--- config.mk ---
export PLATFORM = sky130hd
export DESIGN_NAME = tensor_cfg_regs
export DESIGN_NICKNAME = d
export VERILOG_FILES = /design/src/tensor_pkg.sv /design/src/tensor_cfg_regs.sv
export VERILOG_INCLUDE_DIRS = /design/src /design/src/src
export SDC_FILE = /design/constraint.sdc
export NUM_CORES = 1
export LEC_CHECK = 0
export ABC_AREA = 1
export BUFFER_PORTS_ARGS = -buffer_cell sky130_fd_sc_hd__buf_2
export CORE_AREA = 2 2 39 41
export DETAILED_ROUTE_END_ITERATION = 6
export DIE_AREA = 0 0 41 43
export PLACE_DENSITY_LB_ADDON = 0.3
export SETUP_SLACK_MARGIN = 0.3
export SKIP_CTS_REPAIR_TIMING = 1
export SYNTH_ARGS = -nofsm -noshare
export SYNTH_HDL_FRONTEND = slang
export SYNTH_SLANG_ARGS = --single-unit
--- constraint.sdc ---
create_clock -name clk -period 1.7 [get_ports clk]
set_input_delay 0.17 -clock clk [delete_from_list [all_inputs] [get_ports clk]]
set_output_delay 0.17 -clock clk [all_outputs]
set_load 0.01 [all_outputs]
--- src/tensor_params.svh ---
// Video tensor parameters
// Dimension extent and pixel, sum and coordinate widths
`ifndef TENSOR_PARAMS_SVH
`define TENSOR_PARAMS_SVH

// Extent of batch, frame, channel, row and col
`define TENSOR_DIM 4

// Bits per dimension index
`define COORD_W 2

// Stored pixel width
`define PIXEL_W 8

// Read result width, wide enough for a five-pixel sum
`define SUM_W 16

`endif

--- src/tensor_pkg.sv ---
// Video tensor types
// Coordinates, write requests, stencil windows and configuration
`include "tensor_params.svh"

package tensor_pkg;

    // One index per dimension, batch is most significant
    typedef struct packed {
        logic [`COORD_W-1:0] batch;
        logic [`COORD_W-1:0] frame;
        logic [`COORD_W-1:0] channel;
        logic [`COORD_W-1:0] row;
        logic [`COORD_W-1:0] col;
    } tensor_coord_t;

    // Write request into the store
    typedef struct packed {
        tensor_coord_t       coord;
        logic [`PIXEL_W-1:0] pixel;
    } tensor_wr_t;

    // Center pixel plus its four spatial neighbors
    typedef struct packed {
        logic [`PIXEL_W-1:0] center;
        logic [`PIXEL_W-1:0] up;    // row - 1
        logic [`PIXEL_W-1:0] down;  // row + 1
        logic [`PIXEL_W-1:0] left;  // col - 1
        logic [`PIXEL_W-1:0] right; // col + 1
    } stencil_win_t;

    // Configuration register contents
    typedef struct packed {
        logic                stencil_en;
        logic [`PIXEL_W-1:0] fill_offset;
    } tensor_cfg_t;

endpackage

--- src/tensor_cfg_regs.sv ---
// Configuration registers
// Stencil enable at address 0, fill offset at address 1
`timescale 1ns/1ps

module tensor_cfg_regs (
    input  logic                    clk,
    input  logic                    rst_n,
    input  logic                    cfg_wr,
    input  logic                    cfg_addr,
    input  logic [7:0]              cfg_wdata,
    output tensor_pkg::tensor_cfg_t cfg
);

    localparam logic ADDR_CTRL   = 1'b0;
    localparam logic ADDR_OFFSET = 1'b1;

    always_ff @(posedge clk) begin
        if (!rst_n) begin
            cfg <= '0;
        end else if (cfg_wr) begin
            case (cfg_addr)
                ADDR_CTRL: begin
                    cfg.stencil_en <= cfg_wdata[0]; // Upper bits ignored
                end
                ADDR_OFFSET: begin
                    cfg.fill_offset <= cfg_wdata;
                end
            endcase
        end
    end

    // Nothing to decode beyond the two addresses
    // Fill offset is used on the next fill sweep, not retroactively

endmodule

==> impl_metrics.env <==
export IMPL_status="completed"
export IMPL_dp_cells=76
export IMPL_synth_seq_area_share=0.516
export IMPL_period_needed_ns=0.890
export IMPL_clk_latency_ns=0.25
export IMPL_synth_cell_types=10
export IMPL_cpPeakStageDelay_ns=0.33
export IMPL_ir_drop_mv=0.315
export IMPL_grt_total_usage=0.106
export IMPL_clockPowerShare=0.345
export IMPL_grt_pass1_wl_um=1120
export IMPL_cp_max_fo=2
export IMPL_regMostFlops="cfg"
export IMPL_synth_simple_area_share=0.154
export IMPL_dp_hpwl_um=547
export IMPL_largest_reg_flops=9
export IMPL_antenna_found_initial=0
export IMPL_cp_required_ns=1.53
export IMPL_ys_warnings_count=0
export IMPL_drc=0
export IMPL_cts_num_sinks=9
export IMPL_relSlewSlack=0.854
export IMPL_tns_ns=0
export IMPL_rsz0062_at_grt="no"
export IMPL_power_frac_seq=0.503
export IMPL_drive_gt1_frac=0.391
export IMPL_clock_skew_ns=0
export IMPL_finalWirelength_um=743
export IMPL_combPwrFrac=0.152
export IMPL_start_kind="flop"
export IMPL_cts_buffers_inserted=3
export IMPL_worst_setup_path_type="flop to output pin"
export IMPL_leakagePower_uw=0.000236
export IMPL_finalSetupViolations=0
export IMPL_core_um2=1380
export IMPL_ys_seq_elements=9
export IMPL_rows=14
export IMPL_drt_iter0_drc=0
export IMPL_nNetsFinal=77
export IMPL_reg2regPathDepth=2
export IMPL_fp_dieW_um=41
export IMPL_syn_nets=54
export IMPL_worstSetupPathDepth=1
export IMPL_avgSynthCellArea_um2=8.31
export IMPL_power_switching_uw=114
export IMPL_crit_arrival_ns=0.72
export IMPL_fmax_mhz=1120
export IMPL_power_density_nw_per_um2=973
export IMPL_critPathSlowestCell="dfxtp_1"
export IMPL_synthMuxAreaShare=0
export IMPL_synth_xor_area_frac=0
export IMPL_first_pass_iters=1
export IMPL_cp_top_family="flip-flops"
export IMPL_die_area_um2=1760
export IMPL_gp_congestion=0.705
export IMPL_area_growth_pct=35.5
export IMPL_overflow=0
export IMPL_wl_per_cell_um=9.29
export IMPL_syn_cell_area_um2=349
export IMPL_cts_reportedPaths_clkPinSlew_ns=0.06
export IMPL_ant_nets=0
export IMPL_grt_pass1_vias=252
export IMPL_tightest_slew_ns=0.219
export IMPL_syn_instance_count=42
export IMPL_cap_violations=0
export IMPL_switching_share=0.247
export IMPL_p_int_uw=347
export IMPL_path_buf_inv=1
export IMPL_via_count=354
export IMPL_fin_cells=80
export IMPL_crit_chain="buf_2"
export IMPL_hold_viol_final=0
export IMPL_num_io_pins=21
export IMPL_yosys_area_share_adder=0
export IMPL_io_buffers=20
export IMPL_grt_max_degree=12
export IMPL_clockBufferDepth=2
export IMPL_cts_root_buffer="clkbuf_4"
export IMPL_min_period_over_period=0.523
export IMPL_slew_violations=0
export IMPL_routed_via_density=4.43
export IMPL_hp_class="primary input to flop"
export IMPL_cts_tree="done"
export IMPL_antenna_cells=0
export IMPL_endpoint_kind="output pin"
export IMPL_die_y_um=43
export IMPL_initial_core_util=0.252
export IMPL_reg_largest_list="cfg (9)"
export IMPL_htreeDepth=1
export IMPL_synth_compound_area_frac=0.244
export IMPL_holdPathStages=3
export IMPL_synth_top_family_by_area="compound AO/OA/AOI/OAI gates"
cells in the mapped netlist (all sizes together):
cell type  n  area [um^2]
nand2      2         15.0
buf        2         22.5
o21ai      8         40.0
nor2       9         33.8
dfxtp      9          180
inv        2         7.50
nand3      1         5.00
a21oi      9         45.0
cells in the final DEF (no fill, tap or decap):
cell type,netlist,final
clkbuf_4,0,3
a21oi_1,9,9
inv_2,1,1
nand2_1,1,1
nor2_1,9,9
clkbuf_1,0,1
o21ai_1,8,8
nand2_4,1,1
buf_2,0,20
dfxtp_1,9,9
nand3_1,1,1
inv_1,1,1
cells by family after synthesis:
group	count (synthesis)
compound gates	17
simple gates	12
flops	9
buf+inv	4
layout make-up:
class / count / area, um^2
clock buffers: 4 / 26.3
fillers: 160 / 911
inverters: 2 / 7.51
flip-flops and latches: 9 / 180
repair buffers: 20 / 100
multi-input cells: 29 / 139
well taps: 16 / 20.0
power by group through the flow:
stage / clock (uW) / combinational (uW) / sequential (uW)
after floorplan: 0 / 35.2 / 243
after global placement: 0 / 71.2 / 236
after detailed placement: 0 / 71.2 / 236
after CTS: 169 / 71.5 / 231
after global routing: 193 / 79.8 / 233
final: 159 / 70.1 / 231
per-stage QoR:
stage | util | cell area, um^2 | power [uW] | hold slack, ns | setup slack [ns]
floorplan | - | 349 | 278 | 0.291 | 1.09
global placement | 0.323 | 447 | 307 | 0.415 | 0.910
detailed placement | 0.323 | 447 | 307 | 0.409 | 0.900
CTS | 0.342 | 473 | 472 | 0.144 | 0.796
global route | 0.342 | 473 | 506 | 0.135 | 0.745
finish | 0.342 | 473 | 460 | 0.151 | 0.810
per-layer routing:
metal | vias to the layer above | track usage | routed length, um
li1 | 188 | - | -
met1 | 148 | 0.142 | 350
met2 | 16 | 0.0969 | 309
met3 | 2 | 0.0785 | 68
met4 | 0 | 0.100 | 14
met5 | - | 0 | 0
final timing paths:
path                                       endpoint  slack, ns                 from
worst max register to register  cfg[6]$_SDFFE_PN0P_       1.10  cfg[6]$_SDFFE_PN0P_
worst min register to register  cfg[0]$_SDFFE_PN0P_       0.48  cfg[0]$_SDFFE_PN0P_
worst min-delay path            cfg[4]$_SDFFE_PN0P_       0.15         cfg_wdata[4]
worst max-delay path                         cfg[2]       0.81  cfg[2]$_SDFFE_PN0P_
Power figures use the tool's default switching activity.
