--- src/tensor_params.svh ---
// Video tensor parameters
// Dimension extent and pixel, sum and coordinate widths
`ifndef TENSOR_PARAMS_SVH
`define TENSOR_PARAMS_SVH

// Extent of batch, frame, channel, row and col
`define TENSOR_DIM 4

// Bits per dimension index
`define COORD_W 2

// Stored pixel width
`define PIXEL_W 8

// Read result width, wide enough for a five-pixel sum
`define SUM_W 16

`endif

--- src/tensor_pkg.sv ---
// Video tensor types
// Coordinates, write requests, stencil windows and configuration
`include "tensor_params.svh"

package tensor_pkg;

    // One index per dimension, batch is most significant
    typedef struct packed {
        logic [`COORD_W-1:0] batch;
        logic [`COORD_W-1:0] frame;
        logic [`COORD_W-1:0] channel;
        logic [`COORD_W-1:0] row;
        logic [`COORD_W-1:0] col;
    } tensor_coord_t;

    // Write request into the store
    typedef struct packed {
        tensor_coord_t       coord;
        logic [`PIXEL_W-1:0] pixel;
    } tensor_wr_t;

    // Center pixel plus its four spatial neighbors
    typedef struct packed {
        logic [`PIXEL_W-1:0] center;
        logic [`PIXEL_W-1:0] up;    // row - 1
        logic [`PIXEL_W-1:0] down;  // row + 1
        logic [`PIXEL_W-1:0] left;  // col - 1
        logic [`PIXEL_W-1:0] right; // col + 1
    } stencil_win_t;

    // Configuration register contents
    typedef struct packed {
        logic                stencil_en;
        logic [`PIXEL_W-1:0] fill_offset;
    } tensor_cfg_t;

endpackage

--- src/fill_engine.sv ---
// Pattern fill engine
// Sweeps every coordinate once with a linear pattern, else passes host writes
`timescale 1ns/1ps
`include "tensor_params.svh"

module fill_engine (
    input  logic                   clk,
    input  logic                   rst_n,
    input  logic                   fill_start,
    input  logic [7:0]             fill_offset,
    input  logic                   host_wr,
    input  tensor_pkg::tensor_wr_t host_wr_req,
    output logic                   fill_busy,
    output logic                   store_wr,
    output tensor_pkg::tensor_wr_t store_wr_req
);
    import tensor_pkg::*;

    localparam int LIN_W = 5 * `COORD_W;

    logic [LIN_W-1:0]    lin_cnt;   // Linear index of the current fill write
    tensor_coord_t       fill_coord;
    logic [`PIXEL_W-1:0] fill_pixel;

    always_ff @(posedge clk) begin
        if (!rst_n) begin
            fill_busy <= 1'b0;
            lin_cnt   <= '0;
        end else if (fill_busy) begin
            lin_cnt <= lin_cnt + 1'b1;
            if (&lin_cnt) begin
                fill_busy <= 1'b0; // Last coordinate written this cycle
            end
        end else if (fill_start) begin
            fill_busy <= 1'b1;
            lin_cnt   <= '0;
        end
    end

    // Field order of the coordinate struct matches the linear index weights
    assign fill_coord = lin_cnt;
    assign fill_pixel = lin_cnt[`PIXEL_W-1:0] + fill_offset;

    // Host writes are dropped for the whole sweep
    assign store_wr = fill_busy | host_wr;

    always_comb begin
        if (fill_busy) begin
            store_wr_req.coord = fill_coord;
            store_wr_req.pixel = fill_pixel;
        end else begin
            store_wr_req = host_wr_req;
        end
    end

endmodule

--- config.mk ---
export PLATFORM = sky130hd
export DESIGN_NAME = fill_engine
export DESIGN_NICKNAME = d
export VERILOG_FILES = /design/src/tensor_pkg.sv /design/src/fill_engine.sv
export VERILOG_INCLUDE_DIRS = /design/src /design/src/src
export SDC_FILE = /design/constraint.sdc
export NUM_CORES = 1
export LEC_CHECK = 0
export BUFFER_PORTS_ARGS = -buffer_cell sky130_fd_sc_hd__clkbuf_2
export CORE_MARGIN = 5
export CORE_UTILIZATION = 46
export DETAILED_ROUTE_END_ITERATION = 8
export PLACE_DENSITY_LB_ADDON = 0.2
export RECOVER_POWER = 100
export SLEW_MARGIN = 20
export SYNTH_ARGS = -nofsm -noshare
export SYNTH_HDL_FRONTEND = slang
export SYNTH_SLANG_ARGS = --single-unit
export TNS_END_PERCENT = 30
--- constraint.sdc ---
create_clock -name clk -period 2.3 [get_ports clk]
set_input_delay 0.345 -clock clk [delete_from_list [all_inputs] [get_ports clk]]
set_output_delay 0.345 -clock clk [all_outputs]
set_load 0.005 [all_outputs]
==> impl_metrics.csv <==
group,metric,value,unit
critical_path,timing.setup.critical_path_class,"flip-flop to primary output",
critical_path,timing.critical_path.to_type,"primary output",
grt,globalRouteMet2Util,0.305,
sta,fin_crit,2.24,ns
power,switchingPower,0.000150,W
grt,grt.overflow.total,0,
clock_network,cts-buffers-inserted,3,
clock_network,clock_sinks,11,
die,number_of_ports_placed_on_the_die_boundary,50,
drt,avgRoutedWirePerCell,14.9,um
power,p_sw_frac,0.302,
clock_network,max_h_tree_level,1,
critical_path,cp_data_arrival_time,1.89,ns
drt,drc,0,
grt,grt_first_pass_wirelength,4750,um
power,combinationalPowerShare,0.340,
drt,vias,1187,
sta,fmax,0.447,GHz
power,p_per_area,336,nW/um^2
grt,groute.layer.met1.usage,0.213,
drt,detailedRoute.firstIterationViolations,35,
synth,syn-num-nets,172,
drt,post_route_ant_nets,0,
critical_path,worst_setup_path_start_kind,"flip-flop",
synth,yosys.cell_types.count,42,
min_path,timing.hold.worst.class,"input port to flip-flop",
sta,setup_total_negative_slack,0,ns
critical_path,worst-path-max-fanout,5,
sta,setup-violations-final,0,
sta,hold_violations,0,
synth,number_of_instances_in_the_synthesized_netlist,133,
sta,slew_headroom,0.740,
die,effective_utilization_at_floorplan,0.488,
job,number_of_max_cap_violations,0,
clock_network,tritoncts,"built",
clock_network,clock-root-buffer,"sky130_fd_sc_hd__clkbuf_4",
sta,final_max_slew_viol_count,0,
synth,synthesis.yosys.warnings,0,
synth,synth_enable_flop_cells,0,
place,io_buffer_count,49,
drt,vias_per_cell,5.57,
power,totalPowerFinal,0.000495,W
sta,layout_worst_path_cycle_share,0.973,
drt,drt_pass1_iterations,4,
sta,fin_skew,0.00194,ns
grt,grt_busiest_layer,"met2",
grt,largest_net_degree_at_the_start_of_global_routing,34,
clock_network,cts-root-to-sink-buffers,2,
finish,diodes,0,
die,die_w,58.7,um
synth,synth.ff_latch_count,11,
grt,grt_pass1_vias,1161,
finish,layout.core_utilization,0.659,
run_status,outcome,"completed",
synth,post_synth.cell_area_avg,8.19,um^2
clock_network,clock_latency,0.26,ns
die,floorplan.die.height,58.7,um
synth,synth_ff_type,"sky130_fd_sc_hd__dfxtp_1",
finish,syn_to_layout_area_delta,35.1,%
synth,asyncSetResetFlopFracSynth,0,
power,vdd.ir_drop.worst,0.366,mV
die,core,2230,um^2
power,power_report.internal_total,0.000346,W
grt,global_route.usage.met3,0.0219,
grt,track_usage,0.170,
drt,postRouteWirelength,3170,um
sta,tightestPinTransition,0.389,ns
clock_network,clock_pin_slew_worst_setup_and_hold_paths,0.07,ns
place,globalplace.congestion,0.829,
power,power.share.sequential,0.393,
place,dp_hpwl,2240,um
power,pwr-share-clk,0.267,
synth,yosysSeqAreaShare,0.202,
finish,layout.nets,225,
die,row_count,17,
finish,drive_above_1_share,0.416,
power,p_leak,0.640,nW
synth,synth.cell_area,1090,um^2
die,design.die.area,3440,um^2
critical_path,cp.required,1.96,ns
grt,grt_antenna_before_repair,0,
[registers in the layout, summed over array words and instances, names as in the netlist]
signal and cells:
fill_coord 10, fill_busy 1
[Yosys cell counts, drive strengths merged, types with 4 or more instances]
| master | number | share of area |
|---|---|---|
| ha | 8 | 0.092 |
| and3 | 5 | 0.031 |
| nand2 | 13 | 0.045 |
| nor2b | 5 | 0.029 |
| dfxtp | 11 | 0.20 |
| o21ai | 6 | 0.028 |
| nor3 | 4 | 0.018 |
| nor2 | 6 | 0.021 |
| buf | 4 | 0.018 |
| mux2 | 12 | 0.12 |
| o21a | 4 | 0.028 |
| inv | 6 | 0.021 |
[critical path: stages, from the launching register on]
cell,delay [ns]
sky130_fd_sc_hd__dfxtp_4,0.37
sky130_fd_sc_hd__ha_4,0.23
sky130_fd_sc_hd__a211oi_4,0.30
sky130_fd_sc_hd__o31ai_2,0.13
sky130_fd_sc_hd__or4_1,0.40
sky130_fd_sc_hd__nand3_1,0.08
sky130_fd_sc_hd__clkbuf_2,0.11
[through the flow]
step | setup WS (ns) | hold slack (ns) | area [um^2] | cells
3_5_place_dp | 0.0923 | 0.470 | 1360 | 207
3_3_place_gp | 0.137 | 0.463 | 1360 | 207
4_1_cts | -0.0113 | 0.421 | 1400 | 211
2_1_floorplan | 0.421 | 0.445 | 1090 | 133
5_1_grt | -0.00725 | 0.426 | 1470 | 213
6_report | 0.0618 | 0.418 | 1470 | 213
[cells in the final DEF (no fill, tap or decap), types with 3 or more instances in the layout]
cell type,count
sky130_fd_sc_hd__nand3_1,3
sky130_fd_sc_hd__clkbuf_2,39
sky130_fd_sc_hd__nand2_1,13
sky130_fd_sc_hd__clkbuf_4,3
sky130_fd_sc_hd__dfxtp_2,3
sky130_fd_sc_hd__nor2b_1,4
sky130_fd_sc_hd__a21boi_0,3
sky130_fd_sc_hd__dfxtp_1,6
sky130_fd_sc_hd__clkbuf_1,11
sky130_fd_sc_hd__nor2_1,6
sky130_fd_sc_hd__ha_1,4
sky130_fd_sc_hd__nor3_1,4
sky130_fd_sc_hd__o21a_1,4
sky130_fd_sc_hd__inv_1,6
sky130_fd_sc_hd__and3_1,3
sky130_fd_sc_hd__mux2i_1,3
sky130_fd_sc_hd__buf_4,3
sky130_fd_sc_hd__a21o_1,3
sky130_fd_sc_hd__o21ai_0,5
sky130_fd_sc_hd__mux2_2,12
[layout make-up]
cell class	instances	area [um^2]
inverters	6	22.5
repair buffers	53	260
well taps	28	35.0
multi-input cells	111	897
fillers	198	761
flip-flops and latches	11	231
clock buffers	4	26.3
[routing by layer]
layer  part of all wire  up-vias
met5                  0        -
met4             0.0095        0
met3              0.049        4
met2               0.53       35
met1               0.42      544
li1                   -      604
[power groups by stage]
stage               clock, W  sequential [W]  combinational [W]
floorplan                  0        0.000201          0.0000893
global placement           0        0.000200           0.000154
detailed placement         0        0.000200           0.000159
CTS                 0.000134        0.000196           0.000160
global route        0.000144        0.000195           0.000188
finish              0.000132        0.000195           0.000169
[logic make-up (layout without fill, tap and decap cells)]
| group | after synthesis | count (layout) | share of synthesized area |
|---|---|---|---|
| simple gates | 50 | 50 | 0.245 |
| compound gates | 35 | 35 | 0.233 |
| mux | 15 | 15 | 0.152 |
| flops | 11 | 11 | 0.202 |
| buf+inv | 11 | 63 | 0.0425 |
| fa+ha+maj | 9 | 9 | 0.110 |
| xor+xnor | 2 | 2 | 0.0161 |
[worst paths after layout]
path	cells after the start	slack (ns)	end	startpoint
worst max-delay path	6	0.06	store_wr_req[7]	fill_coord[1]
worst min-delay path	2	0.42	fill_coord[9]	rst_n
worst max register to register	5	0.62	fill_coord[8]	fill_coord[0]
worst min register to register	1	0.48	fill_busy	fill_coord[9]
[timing repair]
item,in CTS,in global routing
endpoints found under the setup margin,3,4
hold buffers,0,0
resized for setup,5,18
setup buffers,0,2
pin swaps,1,2
Power figures use the tool's default switching activity.
