## src/tensor_params.svh

```systemverilog
// Video tensor parameters
// Dimension extent and pixel, sum and coordinate widths
`ifndef TENSOR_PARAMS_SVH
`define TENSOR_PARAMS_SVH

// Extent of batch, frame, channel, row and col
`define TENSOR_DIM 4

// Bits per dimension index
`define COORD_W 2

// Stored pixel width
`define PIXEL_W 8

// Read result width, wide enough for a five-pixel sum
`define SUM_W 16

`endif

```

## src/tensor_pkg.sv

```systemverilog
// Video tensor types
// Coordinates, write requests, stencil windows and configuration
`include "tensor_params.svh"

package tensor_pkg;

    // One index per dimension, batch is most significant
    typedef struct packed {
        logic [`COORD_W-1:0] batch;
        logic [`COORD_W-1:0] frame;
        logic [`COORD_W-1:0] channel;
        logic [`COORD_W-1:0] row;
        logic [`COORD_W-1:0] col;
    } tensor_coord_t;

    // Write request into the store
    typedef struct packed {
        tensor_coord_t       coord;
        logic [`PIXEL_W-1:0] pixel;
    } tensor_wr_t;

    // Center pixel plus its four spatial neighbors
    typedef struct packed {
        logic [`PIXEL_W-1:0] center;
        logic [`PIXEL_W-1:0] up;    // row - 1
        logic [`PIXEL_W-1:0] down;  // row + 1
        logic [`PIXEL_W-1:0] left;  // col - 1
        logic [`PIXEL_W-1:0] right; // col + 1
    } stencil_win_t;

    // Configuration register contents
    typedef struct packed {
        logic                stencil_en;
        logic [`PIXEL_W-1:0] fill_offset;
    } tensor_cfg_t;

endpackage

```

## src/stencil_sum.sv

```systemverilog
// Read path with optional five-point spatial sum
// Registers the request, then the raw or summed result a cycle later
`timescale 1ns/1ps
`include "tensor_params.svh"

module stencil_sum (
    input  logic                      clk,
    input  logic                      rst_n,
    input  logic                      rd_req,
    input  tensor_pkg::tensor_coord_t rd_coord,
    input  logic                      stencil_en,
    input  tensor_pkg::stencil_win_t  win,
    output tensor_pkg::tensor_coord_t win_coord,
    output logic                      rd_valid,
    output logic [`SUM_W-1:0]         rd_data
);
    import tensor_pkg::*;

    localparam int PAD_W = `SUM_W - `PIXEL_W;

    logic          req_q;
    tensor_coord_t coord_q;   // Held until the next request
    logic          interior;
    logic [`SUM_W-1:0] center_ext;
    logic [`SUM_W-1:0] five_sum;
    logic [`SUM_W-1:0] result;

    always_ff @(posedge clk) begin
        if (!rst_n) begin
            req_q <= 1'b0;
        end else begin
            req_q <= rd_req;
        end
    end

    always_ff @(posedge clk) begin
        if (rd_req) begin
            coord_q <= rd_coord;
        end
    end

    assign win_coord = coord_q;

    // Index 1 or 2 is exactly when the two bits differ
    assign interior = (coord_q.row[1] ^ coord_q.row[0]) & (coord_q.col[1] ^ coord_q.col[0]);

    assign center_ext = {{PAD_W{1'b0}}, win.center};
    assign five_sum   = center_ext
                      + {{PAD_W{1'b0}}, win.up}
                      + {{PAD_W{1'b0}}, win.down}
                      + {{PAD_W{1'b0}}, win.left}
                      + {{PAD_W{1'b0}}, win.right};

    // Edge pixels get no padding, just the center
    assign result = (stencil_en && interior) ? five_sum : center_ext;

    always_ff @(posedge clk) begin
        if (!rst_n) begin
            rd_valid <= 1'b0;
            rd_data  <= '0;
        end else begin
            rd_valid <= req_q;
            if (req_q) begin
                rd_data <= result;
            end
        end
    end

endmodule

```

## config.mk

```make
export PLATFORM = sky130hd
export DESIGN_NAME = stencil_sum
export DESIGN_NICKNAME = d
export VERILOG_FILES = /design/src/tensor_pkg.sv /design/src/stencil_sum.sv
export VERILOG_INCLUDE_DIRS = /design/src /design/src/src
export SDC_FILE = /design/constraint.sdc
export NUM_CORES = 1
export LEC_CHECK = 0
export ABC_AREA = 1
export BUFFER_PORTS_ARGS = -buffer_cell sky130_fd_sc_hd__buf_2
export CORE_ASPECT_RATIO = 0.75
export CORE_UTILIZATION = 50
export CTS_CLUSTER_DIAMETER = 80
export CTS_CLUSTER_SIZE = 12
export DETAILED_ROUTE_END_ITERATION = 8
export GPL_ROUTABILITY_DRIVEN = 0
export PLACE_DENSITY_LB_ADDON = 0.05
export SYNTH_ARGS = -nofsm -noshare
export SYNTH_HDL_FRONTEND = slang
export SYNTH_SLANG_ARGS = --single-unit
export TNS_END_PERCENT = 5
```

## constraint.sdc

```tcl
create_clock -name clk -period 7.5 [get_ports clk]
set_clock_uncertainty 0.05 [all_clocks]
set_input_delay 0.375 -clock clk [delete_from_list [all_inputs] [get_ports clk]]
set_output_delay 0.375 -clock clk [all_outputs]
set_load 0.01 [all_outputs]
```

==> results of run 1 <==
[layer usage]
layer  global-route usage  share of wire  up-vias
met5                    0              0        -
met4               0.0476          0.011        0
met3               0.0371          0.043        4
met2                0.316           0.47       49
met1                0.226           0.47      750
li1                     -              -      904
[layout by cell type, fill, tap and decap left out]
cell / synthesis / routed
o21ai_2: 1 / 1
nand3_1: 9 / 9
xnor2_1: 2 / 2
nand2_2: 1 / 1
o21ai_0: 5 / 5
inv_1: 93 / 93
nand4_1: 2 / 2
nand2_1: 48 / 48
nor2_2: 1 / 1
edfxtp_1: 10 / 10
buf_2: 0 / 75
clkinv_2: 0 / 1
clkbuf_8: 0 / 3
fa_1: 23 / 23
o21ai_1: 4 / 4
a21oi_1: 11 / 11
dfxtp_1: 13 / 13
a31oi_1: 3 / 3
ha_1: 11 / 11
nand3b_1: 2 / 2
nor2_1: 13 / 13
or2_1: 1 / 1
conb_1: 1 / 5
inv_4: 1 / 1
xor2_1: 1 / 1
[cells by family (layout without fill, tap and decap cells)]
family	after synthesis	after routing	synth area share
adders and majority gates	34	34	0.294
buffers and inverters	100	173	0.195
other	1	5	0.00184
AOI/OAI and AO/OA	24	24	0.0628
and+or+nand+nor	77	77	0.158
DFF	23	23	0.276
xor gates and xnor gates	3	3	0.0129
[power by group through the flow]
| stage | logic, mW | clock network (mW) | registers, mW |
|---|---|---|---|
| after floorplan | 0.229 | 0 | 0.151 |
| after global placement | 0.294 | 0 | 0.147 |
| after detailed placement | 0.298 | 0 | 0.147 |
| after CTS | 0.300 | 0.0767 | 0.144 |
| after global routing | 0.349 | 0.0844 | 0.145 |
| final | 0.296 | 0.0762 | 0.144 |
[worst max-delay path, delay by kind of cell]
family	cells	cell delay, ns
adder cells (fa/ha/maj)	5	1.99
AND/OR/NAND/NOR	5	0.38
buffers and inverters	5	0.32
AO/OA/AOI/OAI	2	0.20
[state kept, by name, indices dropped and copies added, names as in the netlist]
name,cells
rd_valid,1
rd_data,11
win_coord,10
req_q,1
[cell type report]
| class | instances | area [sq um] |
|---|---|---|
| Clock buffer | 3 | 41.3 |
| Clock inverter | 1 | 5.00 |
| Fill cell | 358 | 1290 |
| Inverter | 94 | 355 |
| Multi-Input combinational cell | 143 | 1090 |
| Sequential cell | 23 | 561 |
| Tap cell | 52 | 65.1 |
| Timing Repair Buffer | 75 | 375 |
[how the worst max path moves through the flow]
stage	end	slack, ns
2_1_floorplan	rd_data[9]$_SDFFE_PN0P_	4.28
3_3_place_gp	rd_data[9]$_SDFFE_PN0P_	4.09
3_5_place_dp	rd_data[9]$_SDFFE_PN0P_	4.03
4_1_cts	rd_data[9]$_SDFFE_PN0P_	4.32
5_1_grt	rd_data[5]$_SDFFE_PN0P_	4.14
6_report	rd_data[9]$_SDFFE_PN0P_	4.33
[synthesized netlist by cell type]
cell      count
nand2_2       1
inv_4         1
nor2_2        1
clkbuf_1      1
or2_1         1
edfxtp_1     10
o21ai_0       5
conb_1        1
dfxtp_1      13
a21oi_1      11
a31oi_1       3
o21ai_2       1
nand2_1      48
buf_4         5
nand4_1       2
ha_1         11
inv_1        93
fa_1         23
nand3_1       9
xnor2_1       2
nand3b_1      2
xor2_1        1
nor2_1       13
o21ai_1       4
==> flow_summary.ini, run 1 <==
[placed_design]
post-place-ws_ns = 4.03
placedCellCount = 387
port_buffers = 75
placed_area_sq_mm = 0.00245
dp_hpwl_mm = 3.08

[global_routing]
antenna_found_initial = 0
grt_usage = 0.181
grt_max_degree = 17
grt-ovfl-total = 0
grt_pass1_vias = 1501
grt_pass1_wl_mm = 5.96

[setup_path]
reg2reg_slack_ns = 6.05
cp.arrival_ns = 3.27
slowest_delay_ns = 0.56
crit_path_max_fanout = 2
worstRegToRegCells = 6
slowest_stage = fa_1
crit_path_end_kind = flip-flop
startpoint = win[1]
required_ns = 7.60
cp-start-kind = primary input
reg2reg_to = rd_data[4]$_SDFFE_PN0P_
r2r_start = win_coord[0]$_DFFE_PP_
worstSetupPathType = primary input to flip-flop
path_cells = buf_2 > inv_1 > fa_1 > fa_1 > fa_1 > inv_1 > ha_1 > inv_1 > fa_1 > inv_1 > nand2_1 > nand2_1 > nand2_1 > o21ai_2 > nor2_1 > nor2_1 > a21oi_1

[clock_network]
post_cts.repair.setup_buffers = 0
cts_made_buffers = 3
cts.sinks = 23
clockBufferDepth = 2
path_clk_slew_ns = 0.08
cts_tree = built
h-tree-depth = 1
clk_latency_ns = 0.26
cts_hold_buf = 0
postCtsResizedCells = 0
cts-root-buf = clkbuf_8

[timing]
period_minus_slack_ns = 3.17
max_freq_ghz = 0.315
finalSetupViolCount = 0
worst_slack_ns = 4.33
rsz0062_at_grt = no
finalHoldViolCount = 0
fin_setup_tns_ns = 0
fin_crit_sh = 0.423
hold-worst-slack_ns = 0.229
finalMaxSlewViolations = 0

[drt]
wl_mm = 3.48
antenna_left = 0
vias = 1707
first_pass_iters = 5
routed_via_density = 4.37
drt_iter0_markers = 54
post-route-drc-count = 0
wl_per_cell_um = 8.90

[power]
ir_worst_vdd_v = 0.0000977
pwr-share-clk = 0.148
leakage_nw = 1.51
internal_power_mw = 0.297
p_sw_frac = 0.425
total_power_mw = 0.516
pwr-share-seq = 0.279
p_per_area_mw_per_mm2 = 207
p_sw_mw = 0.219
combPwrFrac = 0.574

[die]
rows = 19
dieHeight_um = 57.2
die-area_sq_mm = 0.00433
die_w_um = 75.6
ios = 81
start_util = 0.538
core_area_sq_mm = 0.00378

[run_status]
status = completed

[hold_path]
whs_endpoint = win_coord[4]$_DFFE_PP_
min_from = rd_coord[4]
holdCritPathClass = primary input to flip-flop
holdPathStages = 1

[cells_and_area]
fin_util = 0.660
final_nets = 428
final_cells = 391
drive_gt1_frac = 0.245
layout-area-overhead-vs-synth_pct = 22.6
final_area_sq_mm = 0.00249
antenna_cells = 0

[synthesis]
synth.top_cell.area_share = 0.226
syn_avg_cell_area_sq_um = 7.76
synth_top_cell_by_area = fa_1
syn_area_sq_mm = 0.00203
synth_cell_types = 24
ys.warnings.count = 0
yosys-top-cells-area = fa_1 (23%), inv_1 (17%), edfxtp_1 (15%)
synth.ff_latch_count = 23
yosysSeqAreaShare = 0.276
syn_inst = 262

[flow_run]
cap_violations = 0
Note: power is estimated with default switching activity, not from simulation.
==> run 2: changes to the inputs <==
ABC_AREA = 0   (was 1)
CORE_UTILIZATION = 49   (was 50)
clock period = 3.25 ns   (was 7.5 ns; I/O delays follow)
==> run 2 against run 1 <==
Compared with the run above: register-to-register slack lost 4.4 ns; critical path depth shrank 3; sequential power grew 130%; via count shrank 9.3%; non-clock buffer count grew 7; final area shrank 1.2%; global-route usage grew 0.17 points; sequential cell count is the same; setup slack lost 4.2 ns; synthesized area shrank 3.6%; core utilization grew 0.069 points.
==> flow_summary.ini, run 2 <==
[drt]
wl_mm = 3.38
vias = 1549
routed_via_density = 4.54
drt_iter0_markers = 27
post-route-drc-count = 0
wl_per_cell_um = 9.92
first_pass_iters = 4
antenna_left = 0

[placed_design]
dp_hpwl_mm = 2.98
placedCellCount = 337
port_buffers = 75

[hold_path]
holdPathStages = 1
holdCritPathClass = primary input to flip-flop

[setup_path]
crit_path_max_fanout = 3
cp-start-kind = primary input
crit_top_cell = fa_1
path_delay_family = adder cells
required_ns = 3.41
slowest_delay_ns = 0.55
worstRegToRegCells = 4
slowest_stage = fa_1
cp_num_buf_inv = 4
path_cells = buf_2 > inv_1 > fa_1 > fa_1 > fa_1 > inv_1 > ha_1 > inv_1 > fa_1 > nor2b_4 > o21a_1 > nor3_1 > o311ai_1 > o211a_1
worstSetupPathType = primary input to flip-flop
cp.depth = 14
crit_path_end_kind = flip-flop
cp.arrival_ns = 3.24

[timing]
finalMaxSlewViolations = 0
fin_crit_sh = 0.950
tightest_slew_ns = 0.599
slew_headroom = 0.600
rsz0062_at_grt = no
finalSetupViolCount = 0
finalHoldViolCount = 0
period_minus_slack_ns = 3.09
max_freq_ghz = 0.324
hold-worst-slack_ns = 0.0187

[die]
dieHeight_um = 56.8
die-area_sq_mm = 0.00426
ios = 81
rows = 19
start_util = 0.525
die_w_um = 75.0
core_area_sq_mm = 0.00373

[power]
combPwrFrac = 0.592
p_per_area_mw_per_mm2 = 503
ir_worst_vdd_v = 0.000366
pwr-share-seq = 0.269
p_sw_frac = 0.373
p_sw_mw = 0.463
leakage_nw = 1.43
pwr-share-clk = 0.139
internal_power_mw = 0.777

[clock_network]
cts_made_buffers = 3
post_cts.repair.setup_buffers = 0
cts_hold_buf = 0
clk_latency_ns = 0.26
cts_tree = built
path_clk_slew_ns = 0.08
clockBufferDepth = 2
cts.sinks = 23
h-tree-depth = 1
cts-root-buf = clkbuf_8

[synthesis]
synth_cell_types = 38
syn_inst = 208
synth.top_cell.area_share = 0.235
synthArstFlopShare = 0
synth.ff_latch_count = 23
synth-edff-count = 10
yosysSeqAreaShare = 0.286
yosysMostFrequentCell = inv_1
ys.warnings.count = 0
synth_common_cells = inv_1 (73), fa_1 (23), dfxtp_1 (13), a21oi_1 (11), ha_1 (11)
synth_top_cell_by_area = fa_1
yosys-top-cells-area = fa_1 (23%), edfxtp_1 (15%), inv_1 (14%)
dominantRegCellSynth = dfxtp_1
syn_area_sq_mm = 0.00196
syn_avg_cell_area_sq_um = 9.43

[cells_and_area]
final_cells = 341
drive_gt1_frac = 0.318
largest_reg_flops = 11
final_nets = 378
layout-area-overhead-vs-synth_pct = 25.7
regMostFlops = rd_data
antenna_cells = 0
final_cell_mix = buf_2 (75), inv_1 (73), fa_1 (23)
layout_commonest_cell = buf_2

[global_routing]
grt_max_degree = 22
grt-ovfl-total = 0
grt_pass1_wl_mm = 5.91
antenna_found_initial = 0
grt_pass1_vias = 1474
grt_usage = 0.182

[flow_run]
cap_violations = 0

[run_status]
status = completed
run 2: what timing repair did:
item	in CTS	in global routing
resized for setup	0	1
endpoints found under the setup margin	0	2
hold endpoints to repair	0	0
run 2: worst paths after layout:
kind,startpoint,end,slack (ns)
max reg2reg,win_coord[2]$_DFFE_PP_,rd_data[5]$_SDFFE_PN0P_,1.63
min reg2reg,rd_data[5]$_SDFFE_PN0P_,rd_data[5]$_SDFFE_PN0P_,0.43
min,rd_coord[4],win_coord[4]$_DFFE_PP_,0.02
max,win[1],rd_data[5]$_SDFFE_PN0P_,0.16
run 2: final cells by class:
type | instances | area (sq um)
fill | 337 | 1270
multi-input combinational | 107 | 1090
sequential | 23 | 561
timing repair buffer | 82 | 428
inverter | 73 | 274
tap | 52 | 65.1
clock buffer | 4 | 45.0
run 2: power groups by stage:
stage / clock network (mW) / logic (mW) / registers, mW
finish: 0.172 / 0.733 / 0.334
global route: 0.191 / 0.840 / 0.336
CTS: 0.179 / 0.738 / 0.334
detailed placement: 0 / 0.734 / 0.340
global placement: 0 / 0.723 / 0.339
floorplan: 0 / 0.512 / 0.348
run 2: worst reg2reg max path, stage by stage (launching register included):
cell	delay, ns
edfxtp_1	0.42
xor2_1	0.21
nand3_2	0.32
o311ai_1	0.39
o211a_1	0.18
run 2: logic make-up after synthesis:
kind of cell | Yosys count | share of synthesized area
multiplexers | 3 | 0.0153
XOR/XNOR | 6 | 0.0268
other | 1 | 0.00191
flip-flops | 23 | 0.286
AO/OA/AOI/OAI | 39 | 0.137
buffers and inverters | 82 | 0.168
adder cells (fa/ha/maj) | 34 | 0.305
AND/OR/NAND/NOR | 20 | 0.0606
run 2: stage by stage:
| stage | util | TNS, ns | instance area, sq um | worst slack, ns | power, mW |
|---|---|---|---|---|---|
| 2_1_floorplan | - | 0 | 1980 | 0.113 | 0.859 |
| 3_3_place_gp | 0.647 | -0.450 | 2410 | -0.111 | 1.06 |
| 3_5_place_dp | 0.647 | -0.604 | 2410 | -0.121 | 1.07 |
| 4_1_cts | 0.659 | 0 | 2460 | 0.139 | 1.25 |
| 5_1_grt | 0.660 | 0 | 2460 | 0.00675 | 1.37 |
| 6_report | 0.660 | 0 | 2460 | 0.163 | 1.24 |
run 2: layer usage:
| layer | GRT usage | up-vias | share of wire |
|---|---|---|---|
| li1 | - | 783 | - |
| met1 | 0.226 | 716 | 0.45 |
| met2 | 0.320 | 46 | 0.49 |
| met3 | 0.0413 | 4 | 0.046 |
| met4 | 0.0404 | 0 | 0.0098 |
| met5 | 0 | - | 0 |
